===== src/hw/cvp_defines.svh =====
`ifndef CVP_DEFINES_SVH
`define CVP_DEFINES_SVH

// Data, address, instruction and scalar width
`define WORD_W 16

// Lanes per vector register
`define VEC_LEN 4
`define VEC_W (`WORD_W * `VEC_LEN)

// Register file addressing, eight entries per file
`define REG_ADDR_W 3
`define NUM_REGS (1 << `REG_ADDR_W)

// Cycles from RD to valid DataIn
`define MEM_LATENCY 1

// Half precision +infinity
`define HALF_INF 16'h7C00

`endif

===== src/hw/cvpPkg.sv =====
`include "cvp_defines.svh"

package cvpPkg;

  // Unlisted codes fall through as NOP
  typedef enum logic [3:0] {
    VADD = 4'h0,
    SST  = 4'h3,
    VLD  = 4'h4,
    VST  = 4'h5,
    SLL  = 4'h6,
    SLH  = 4'h7,
    J    = 4'h8,
    NOP  = 4'hF
  } opcodeT;

  typedef enum logic [2:0] {
    Fetch,
    Decode,
    Execute,
    VectorAdd,
    Load,
    Store,
    Jump,
    WriteBack
  } stateT;

  // Views of instruction bits [11:0]
  typedef struct packed {
    logic [2:0] dst;   // [11:9]
    logic [2:0] src1;  // [8:6]
    logic [2:0] src2;  // [5:3]
    logic [2:0] spare; // [2:0]
  } regFieldsT;

  typedef struct packed {
    logic [3:0] spare;
    logic [7:0] imm;   // [7:0]
  } immFieldsT;

  typedef struct packed {
    logic [5:0] spare;
    logic [5:0] offset; // [5:0], zero-extended
  } offFieldsT;

  typedef union packed {
    regFieldsT  r;
    immFieldsT  i;
    offFieldsT  o;
    logic [11:0] jumpOffset; // Signed, relative to the J itself
  } operandT;

  typedef struct packed {
    opcodeT  opcode; // [15:12]
    operandT f;
  } instrT;

  typedef struct packed {
    logic [`WORD_W-1:0] addr;
    logic               rd;
    logic               wr;
    logic [`WORD_W-1:0] wrData;
  } memReqT;

  // Scalar file takes the low WORD_W bits of data
  typedef struct packed {
    logic                  en;
    logic [`REG_ADDR_W-1:0] addr;
    logic [`VEC_W-1:0]     data;
  } regWriteT;

endpackage


===== src/hw/cvpCore.sv =====
`timescale 1ns/10ps
`include "cvp_defines.svh"

module cvpCore import cvpPkg::*; (
  input  logic               Clk1,
  input  logic               reset,
  input  logic [`WORD_W-1:0] DataIn,
  output logic [`WORD_W-1:0] Addr,
  output logic [`WORD_W-1:0] dataOut,
  output logic               RD,
  output logic               WR,
  output logic               V
);

  memReqT   memReq;
  regWriteT vecWrite;
  regWriteT scaWrite;

  logic [`REG_ADDR_W-1:0] rdAddr1;
  logic [`REG_ADDR_W-1:0] rdAddr2;
  logic [`REG_ADDR_W-1:0] rdAddr3;

  logic [`VEC_W-1:0]  vecRd1;
  logic [`VEC_W-1:0]  vecRd2;
  logic [`VEC_W-1:0]  vecDst;
  logic [`WORD_W-1:0] scaRd1;
  logic [`WORD_W-1:0] scaDst;

  logic [`WORD_W-1:0] addA;
  logic [`WORD_W-1:0] addB;
  logic [`WORD_W-1:0] sum;
  logic               sumOverflow;

  cvpController u_cvpController (
    .Clk1         (Clk1),
    .reset        (reset),
    .memData      (DataIn),
    .vecRd1       (vecRd1),
    .vecRd2       (vecRd2),
    .vecDst       (vecDst),
    .scaRd1       (scaRd1),
    .scaDst       (scaDst),
    .sum          (sum),
    .sumOverflow  (sumOverflow),
    .memReq       (memReq),
    .overflowFlag (V),
    .rdAddr1      (rdAddr1),
    .rdAddr2      (rdAddr2),
    .rdAddr3      (rdAddr3),
    .vecWrite     (vecWrite),
    .scaWrite     (scaWrite),
    .addA         (addA),
    .addB         (addB)
  );

  vectorRegFile u_vectorRegFile (
    .Clk1    (Clk1),
    .reset   (reset),
    .rdAddr1 (rdAddr1),
    .rdAddr2 (rdAddr2),
    .rdAddr3 (rdAddr3),
    .write   (vecWrite),
    .rdData1 (vecRd1),
    .rdData2 (vecRd2),
    .rdData3 (vecDst)
  );

  // Port 1 is the base address, port 2 the destination
  scalarRegFile u_scalarRegFile (
    .Clk1    (Clk1),
    .reset   (reset),
    .rdAddr1 (rdAddr1),
    .rdAddr2 (rdAddr3),
    .write   (scaWrite),
    .rdData1 (scaRd1),
    .rdData2 (scaDst)
  );

  halfFloatAdd u_halfFloatAdd (
    .a        (addA),
    .b        (addB),
    .sum      (sum),
    .overflow (sumOverflow)
  );

  assign Addr    = memReq.addr;
  assign RD      = memReq.rd;
  assign WR      = memReq.wr;
  assign dataOut = memReq.wrData;

endmodule


===== src/hw/cvpController.sv =====
`timescale 1ns/10ps
`include "cvp_defines.svh"

module cvpController import cvpPkg::*; (
  input  logic                   Clk1,
  input  logic                   reset,
  input  logic [`WORD_W-1:0]     memData,
  input  logic [`VEC_W-1:0]      vecRd1,
  input  logic [`VEC_W-1:0]      vecRd2,
  input  logic [`VEC_W-1:0]      vecDst,
  input  logic [`WORD_W-1:0]     scaRd1,
  input  logic [`WORD_W-1:0]     scaDst,
  input  logic [`WORD_W-1:0]     sum,
  input  logic                   sumOverflow,
  output memReqT                 memReq,
  output logic                   overflowFlag,
  output logic [`REG_ADDR_W-1:0] rdAddr1,
  output logic [`REG_ADDR_W-1:0] rdAddr2,
  output logic [`REG_ADDR_W-1:0] rdAddr3,
  output regWriteT               vecWrite,
  output regWriteT               scaWrite,
  output logic [`WORD_W-1:0]     addA,
  output logic [`WORD_W-1:0]     addB
);

  localparam int memLatency = `MEM_LATENCY;
  localparam int loadCycles = `VEC_LEN + memLatency; // First cycle only issues a read
  localparam int cntW       = $clog2(loadCycles);
  localparam int laneW      = $clog2(`VEC_LEN);

  stateT state;
  stateT nextState;
  instrT instr;

  logic [`WORD_W-1:0] pc;
  logic [cntW-1:0]    laneCnt;
  logic [`VEC_W-1:0]  vecBuf;      // Lanes collected for VADD and VLD
  logic               addOverflow; // Any lane of the running VADD

  logic [laneW-1:0]   lane;
  logic [laneW-1:0]   loadLane;
  logic               lastLane;
  logic               lastLoad;
  logic               loadValid;
  logic [`WORD_W-1:0] baseAddr;
  logic [`WORD_W-1:0] jumpTarget;
  logic [`WORD_W-1:0] byteMerge;

  assign lane      = laneCnt[laneW-1:0];
  assign loadLane  = laneW'(laneCnt - cntW'(memLatency)); // Data trails the read
  assign lastLane  = laneCnt == cntW'(`VEC_LEN - 1);
  assign lastLoad  = laneCnt == cntW'(loadCycles - 1);
  assign loadValid = laneCnt >= cntW'(memLatency);

  assign baseAddr = scaRd1 + instr.f.o.offset;

  // PC already points past the J
  assign jumpTarget = pc - 1'b1 +
                      {{(`WORD_W - 12){instr.f.jumpOffset[11]}}, instr.f.jumpOffset};

  // SLH replaces the high byte, SLL the low byte
  assign byteMerge = (instr.opcode == SLH) ? {instr.f.i.imm, scaDst[7:0]}
                                           : {scaDst[`WORD_W-1:8], instr.f.i.imm};

  assign rdAddr1 = instr.f.r.src1;
  assign rdAddr2 = instr.f.r.src2;
  assign rdAddr3 = instr.f.r.dst;

  assign addA = vecRd1[lane*`WORD_W +: `WORD_W];
  assign addB = vecRd2[lane*`WORD_W +: `WORD_W];

  always_comb begin
    nextState = state;
    case (state)
      Fetch:   nextState = Decode;
      Decode:  nextState = Execute;
      Execute: begin
        case (instr.opcode)
          VADD:     nextState = VectorAdd;
          VLD:      nextState = Load;
          VST, SST: nextState = Store;
          J:        nextState = Jump;
          default:  nextState = WriteBack; // SLL, SLH, NOP
        endcase
      end
      VectorAdd: begin
        if (lastLane) nextState = WriteBack;
      end
      Load: begin
        if (lastLoad) nextState = WriteBack;
      end
      Store: begin
        if (instr.opcode == SST || lastLane) nextState = Fetch;
      end
      Jump:      nextState = Fetch;
      WriteBack: nextState = Fetch;
      default:   nextState = Fetch;
    endcase
  end

  always_ff @(posedge Clk1) begin
    if (reset) begin
      state        <= Fetch;
      pc           <= '0;
      instr.opcode <= NOP;
      instr.f      <= '0;
      laneCnt      <= '0;
      addOverflow  <= 1'b0;
      overflowFlag <= 1'b0;
    end else begin
      state <= nextState;
      case (state)
        Fetch:  pc <= pc + 1'b1;
        Decode: instr <= instrT'(memData);
        Execute: begin
          laneCnt     <= '0;
          addOverflow <= 1'b0;
        end
        VectorAdd: begin
          laneCnt     <= laneCnt + 1'b1;
          addOverflow <= addOverflow | sumOverflow;
        end
        Load:  laneCnt <= laneCnt + 1'b1;
        Store: laneCnt <= laneCnt + 1'b1;
        Jump:  pc <= jumpTarget;
        WriteBack: begin
          // Flag shows from the next fetch on
          if (instr.opcode == VADD) overflowFlag <= addOverflow;
        end
        default: ;
      endcase
    end
  end

  always_ff @(posedge Clk1) begin
    if (state == VectorAdd) begin
      vecBuf[lane*`WORD_W +: `WORD_W] <= sum;
    end else if (state == Load && loadValid) begin
      vecBuf[loadLane*`WORD_W +: `WORD_W] <= memData;
    end
  end

  always_comb begin
    memReq = '0;
    case (state)
      Fetch: begin
        memReq.rd   = 1'b1;
        memReq.addr = pc;
      end
      Load: begin
        memReq.rd   = laneCnt < cntW'(`VEC_LEN); // Last cycle only collects
        memReq.addr = baseAddr + laneCnt;
      end
      Store: begin
        memReq.wr     = 1'b1;
        memReq.addr   = baseAddr + laneCnt;
        memReq.wrData = (instr.opcode == SST) ? scaDst : vecDst[lane*`WORD_W +: `WORD_W];
      end
      default: ;
    endcase
  end

  always_comb begin
    vecWrite = '0;
    scaWrite = '0;
    if (state == WriteBack) begin
      case (instr.opcode)
        VADD, VLD: begin
          vecWrite.en   = 1'b1;
          vecWrite.addr = instr.f.r.dst;
          vecWrite.data = vecBuf;
        end
        SLL, SLH: begin
          scaWrite.en                 = 1'b1;
          scaWrite.addr               = instr.f.r.dst;
          scaWrite.data[`WORD_W-1:0]  = byteMerge;
        end
        default: ; // NOP writes nothing
      endcase
    end
  end

endmodule


===== src/hw/halfFloatAdd.sv =====
`timescale 1ns/10ps
`include "cvp_defines.svh"

module halfFloatAdd (
  input  logic [`WORD_W-1:0] a,
  input  logic [`WORD_W-1:0] b,
  output logic [`WORD_W-1:0] sum,
  output logic               overflow
);

  logic               aBigger;
  logic [`WORD_W-1:0] opBig;
  logic [`WORD_W-1:0] opSmall;
  logic [4:0]         expBig;
  logic [4:0]         expSmall;
  logic [4:0]         diff;
  logic [10:0]        sigBig;
  logic [10:0]        sigSmall;
  logic [30:0]        smallWide;
  logic [13:0]        mantBig;
  logic [13:0]        mantSmall;
  logic [14:0]        raw;
  logic [3:0]         leadZeros;
  logic [4:0]         maxShift;
  logic [3:0]         shiftAmt;
  logic [13:0]        leftNorm;
  logic [13:0]        norm;
  logic [5:0]         expNorm;
  logic               roundUp;
  logic [15:0]        rounded;
  logic               anyInf;
  logic               isZero;
  logic               resSign;

  // Leading zeros of a 14 bit significand, 14 when all clear
  function automatic logic [3:0] lzc14(input logic [13:0] v);
    logic [3:0] n;
    logic       found;
    n     = 4'd14;
    found = 1'b0;
    for (int i = 13; i >= 0; i--) begin
      if (!found && v[i]) begin
        n     = 4'(13 - i);
        found = 1'b1;
      end
    end
    return n;
  endfunction

  // Order by magnitude
  assign aBigger = a[14:0] >= b[14:0];
  assign opBig   = aBigger ? a : b;
  assign opSmall = aBigger ? b : a;

  // Subnormals sit at exponent 1 without the hidden bit
  assign expBig   = (opBig[14:10] == 5'd0) ? 5'd1 : opBig[14:10];
  assign expSmall = (opSmall[14:10] == 5'd0) ? 5'd1 : opSmall[14:10];
  assign sigBig   = {|opBig[14:10], opBig[9:0]};
  assign sigSmall = {|opSmall[14:10], opSmall[9:0]};

  // Align smaller operand, guard and round kept, rest folded into sticky
  assign diff      = expBig - expSmall;
  assign smallWide = {sigSmall, 20'd0} >> diff;
  assign mantBig   = {sigBig, 3'b000};
  assign mantSmall = {smallWide[30:18], |smallWide[17:0]};

  assign raw = (a[15] ^ b[15]) ? {1'b0, mantBig} - {1'b0, mantSmall}
                               : {1'b0, mantBig} + {1'b0, mantSmall};

  // Left shift stops at the subnormal boundary
  assign leadZeros = lzc14(raw[13:0]);
  assign maxShift  = expBig - 5'd1;
  assign shiftAmt  = ({1'b0, leadZeros} > maxShift) ? maxShift[3:0] : leadZeros;
  assign leftNorm  = raw[13:0] << shiftAmt;

  always_comb begin
    if (raw[14]) begin
      norm    = {raw[14:2], raw[1] | raw[0]}; // Carry out, shift right
      expNorm = {1'b0, expBig} + 6'd1;
    end else begin
      norm    = leftNorm;
      expNorm = leftNorm[13] ? {1'b0, expBig} - {2'b00, shiftAmt} : 6'd0;
    end
  end

  // Nearest even; a mantissa carry rolls into the exponent
  assign roundUp = norm[2] & (norm[1] | norm[0] | norm[3]);
  assign rounded = {expNorm, norm[12:3]} + {15'd0, roundUp};

  assign anyInf   = (&a[14:10]) | (&b[14:10]);
  assign overflow = anyInf | (rounded[15:10] >= 6'd31);

  // Exact cancellation gives +0
  assign isZero  = raw == 15'd0;
  assign resSign = isZero ? (a[15] & b[15]) : opBig[15];

  assign sum = overflow ? (`HALF_INF | {opBig[15], 15'd0})
                        : {resSign, rounded[14:0]};

endmodule


===== src/hw/scalarRegFile.sv =====
`timescale 1ns/10ps
`include "cvp_defines.svh"

module scalarRegFile import cvpPkg::*; (
  input  logic                   Clk1,
  input  logic                   reset,
  input  logic [`REG_ADDR_W-1:0] rdAddr1,
  input  logic [`REG_ADDR_W-1:0] rdAddr2,
  input  regWriteT               write,
  output logic [`WORD_W-1:0]     rdData1,
  output logic [`WORD_W-1:0]     rdData2
);

  logic [`WORD_W-1:0] regs [`NUM_REGS];

  always_ff @(posedge Clk1) begin
    if (reset) begin
      for (int i = 0; i < `NUM_REGS; i++) begin
        regs[i] <= '0;
      end
    end else if (write.en) begin
      regs[write.addr] <= write.data[`WORD_W-1:0]; // Upper bits unused here
    end
  end

  assign rdData1 = regs[rdAddr1]; // Base address
  assign rdData2 = regs[rdAddr2]; // Destination, for SST and byte merges

endmodule


===== src/hw/vectorRegFile.sv =====
`timescale 1ns/10ps
`include "cvp_defines.svh"

module vectorRegFile import cvpPkg::*; (
  input  logic                   Clk1,
  input  logic                   reset,
  input  logic [`REG_ADDR_W-1:0] rdAddr1,
  input  logic [`REG_ADDR_W-1:0] rdAddr2,
  input  logic [`REG_ADDR_W-1:0] rdAddr3,
  input  regWriteT               write,
  output logic [`VEC_W-1:0]      rdData1,
  output logic [`VEC_W-1:0]      rdData2,
  output logic [`VEC_W-1:0]      rdData3
);

  logic [`VEC_W-1:0] regs [`NUM_REGS];

  always_ff @(posedge Clk1) begin
    if (reset) begin
      for (int i = 0; i < `NUM_REGS; i++) begin
        regs[i] <= '0;
      end
    end else if (write.en) begin
      regs[write.addr] <= write.data;
    end
  end

  // Reads see the old value during a write
  assign rdData1 = regs[rdAddr1];
  assign rdData2 = regs[rdAddr2];
  assign rdData3 = regs[rdAddr3]; // VST source

endmodule


===== config.mk =====
export PLATFORM = sky130hd
export DESIGN_NAME = cvpCore
export DESIGN_NICKNAME = d
export VERILOG_FILES = /design/src/hw/cvpPkg.sv /design/src/hw/cvpCore.sv /design/src/hw/cvpController.sv /design/src/hw/halfFloatAdd.sv /design/src/hw/scalarRegFile.sv /design/src/hw/vectorRegFile.sv
export VERILOG_INCLUDE_DIRS = /design/src /design/src/hw
export SDC_FILE = /design/constraint.sdc
export NUM_CORES = 2
export LEC_CHECK = 0
export ABC_AREA = 0
export BUFFER_PORTS_ARGS = -buffer_cell sky130_fd_sc_hd__buf_2
export CAP_MARGIN = 30
export CORE_MARGIN = 10
export CORE_UTILIZATION = 40
export CTS_CLUSTER_SIZE = 14
export DETAILED_ROUTE_END_ITERATION = 8
export HOLD_SLACK_MARGIN = 0.06
export SLEW_MARGIN = 5
export SYNTH_ARGS = -nofsm -noshare
export SYNTH_HDL_FRONTEND = slang
export SYNTH_SLANG_ARGS = --single-unit
export TNS_END_PERCENT = 5

===== constraint.sdc =====
create_clock -name Clk1 -period 35 [get_ports Clk1]
set_clock_uncertainty 0.05 [all_clocks]
set_input_delay 5.25 -clock Clk1 [delete_from_list [all_inputs] [get_ports Clk1]]
set_output_delay 5.25 -clock Clk1 [all_outputs]
set_load 0.005 [all_outputs]

==> flow_metrics.tcl <==
set metrics [dict create \
    clock_path_buffers 3 \
    worstPathArrival_ps 19360 \
    final_nets 4065 \
    clock-sinks 753 \
    gr-total-overflow 0 \
    insertion_delay_ps 660 \
    cts_hold_buf 0 \
    worstSetupPathType "reg -> reg" \
    cts_max_level 3 \
    routabilityCongestion 0.932 \
    tightestPinTransition_ps 1110 \
    n_antenna_cell 0 \
    dr.first_iter.drc_count 5040 \
    slowest_delay_ps 740 \
    layout_common_cells "nor2_1, edfxtp_1, mux4_2" \
    track_usage 0.240 \
    maxCapViolations 0 \
    cts-root-buf "clkbuf_16" \
    setup_violations 0 \
    crit_family "compound AO/OA/AOI/OAI gates" \
    cp-endpoint "u_cvpController.vecBuf[42]$_DFFE_PP_" \
    path_buf_inv 12 \
    n_fill_cell 11100 \
    drcViolationCount 0 \
    die_w_um 370 \
    synth_ff_type "edfxtp_1" \
    min_period_over_period 0.541 \
    port_buffers 52 \
    reg2reg_depth 64 \
    vias 36900 \
    hold_viol 0 \
    cts_made_buffers 79 \
    worst-r2r-setup-slack_ps 16060 \
    fin_setup_tns_ps 0 \
    seq_area_frac_synth 0.452 \
    layout_commonest_cell "nor2_1" \
    end_kind "register" \
    netlist_area_um2 49000 \
    cp.depth 64 \
    drtAntennaViolNets 0 \
    synth.avg_cell_area_um2 12.2 \
    period_needed_ps 18940 \
    vias_per_cell 6.56 \
    synthArstFlopShare 0 \
    rsz0062_at_grt "false" \
    worstReg2RegEnd "u_cvpController.vecBuf[42]$_DFFE_PP_" \
    post_cts_buffers 0 \
    hpwlAfterDp_um 110000 \
    cts_tree "yes" \
    cp_max_fo 45 \
    synth_fp_nets 4130 \
    antenna_found_initial 2 \
    worstPathRequired_ps 35420 \
    start_util 0.402 \
    cts-resized-gates 0 \
    area_growth_pct 9.59 \
    drive_above_1_share 0.224 \
    fmax_mhz 52.8 \
    drtPass1Iterations 8 \
    drt_wl_total_um 168000 \
    core_um2 122000 \
    relSlewSlack 0.253 \
    grt_pass1_vias 35700 \
    grt_max_degree 65 \
    ys_seq_elements 753 \
    die_y_um 370 \
    slew_violations 0 \
    die-area_um2 137000 \
    hp-class "reg -> reg" \
    ios 53 \
    rows 128 \
    hold_ws_ps 473 \
    grt_pass1_wl_um 247000 \
    syn_inst 4006 \
    yosysWarnings 0 \
    status "finished, final reports clean" \
    synth.distinct_cells 97 \
    clk_pin_slew_ps 70 \
    synth_edf_count 704 \
    slowest_stage "or4_1" \
    cp-start-kind "register" \
    wire_per_inst_um 29.9 \
]
-- per-stage QoR --
stage	setup slack, ps	instance area, um2	std cells	util
after floorplan	19860	49000	4006	-
after global placement	16330	50700	5456	0.417
after detailed placement	15960	51100	5478	0.419
after CTS	15810	53600	5615	0.440
after global routing	14140	53700	5622	0.441
final	16060	53700	5622	0.441
-- kinds of logic (layout without fill, tap and decap cells) --
group           Yosys count  in the layout  share of synthesized area
compound gates          618            618                     0.0896
xor+xnor                 58             58                     0.0104
fa+ha+maj               106            106                     0.0282
buf+inv                 435            426                     0.0378
flops                   753            753                      0.452
mux                     619            619                      0.256
simple gates           1417           1417                      0.126
-- cells in the mapped netlist, drive strengths merged (52+ instances only) --
library cell  number  area, um2
nand2            311       1170
nor2             776       2910
ha                99       1240
mux4             502      11300
mux2i             83        851
o21ai             87        439
nand3             52        260
edfxtp           704      21100
a21oi            120        601
inv              127        477
clkbuf           164        619
buf              143        751
-- sequential cells by signal, summed over array words and instances, names as in the netlist, named ones only --
signal                        flops
u_cvpController.addOverflow       1
u_cvpController.instr             7
u_cvpController.laneCnt           3
u_cvpController.overflowFlag      1
u_cvpController.pc               16
u_cvpController.rdAddr1           3
u_cvpController.rdAddr2           3
u_cvpController.rdAddr3           3
u_cvpController.state             3
u_cvpController.vecBuf           64
u_scalarRegFile.regs            128
u_vectorRegFile.regs            512
-- how the worst min path moves through the flow --
stage                                                endpoint  cells past startpoint  slack, ps                                       from
floorplan           u_cvpController.overflowFlag$_SDFFE_PP0P_                      2        400   u_cvpController.addOverflow$_SDFFE_PP0P_
global placement                                     register                      2        450    u_cvpController.rdAddr3[1]$_SDFFE_PP0P_
detailed placement  u_cvpController.overflowFlag$_SDFFE_PP0P_                      2        470  u_cvpController.overflowFlag$_SDFFE_PP0P_
CTS                 u_cvpController.overflowFlag$_SDFFE_PP0P_                      2        480   u_cvpController.addOverflow$_SDFFE_PP0P_
global route        u_cvpController.overflowFlag$_SDFFE_PP0P_                      2        500   u_cvpController.addOverflow$_SDFFE_PP0P_
finish              u_cvpController.overflowFlag$_SDFFE_PP0P_                      2        470   u_cvpController.addOverflow$_SDFFE_PP0P_
-- layout make-up --
type / instances / area (um2) / share of cell area
clock inverter: 35 / 404 / 0.00753
timing repair buffer: 161 / 1270 / 0.0237
tap: 1625 / 2030 / 0.0379
sequential: 753 / 22200 / 0.413
inverter: 128 / 480 / 0.00895
clock buffer: 102 / 2120 / 0.0396
multi-input combinational: 2818 / 25200 / 0.469
-- tightest hold or removal path, stage by stage, from the launching register on --
cell     delay, ps
dfxtp_1        360
nand2_1         80
a21oi_1         50
-- routing by layer --
| metal | vias to the layer above | track usage | wire length, um | part of all wire |
|---|---|---|---|---|
| met5 | - | 0 | 25 | 0.00015 |
| met4 | 4 | 0.114 | 8850 | 0.053 |
| met3 | 361 | 0.0517 | 18600 | 0.11 |
| met2 | 2331 | 0.373 | 76800 | 0.46 |
| met1 | 18700 | 0.319 | 64100 | 0.38 |
| li1 | 15400 | - | - | - |
Power is left out: the tool's default activity adds up to more than one toggle a clock period on the data nets, which glitch-free logic cannot reach.
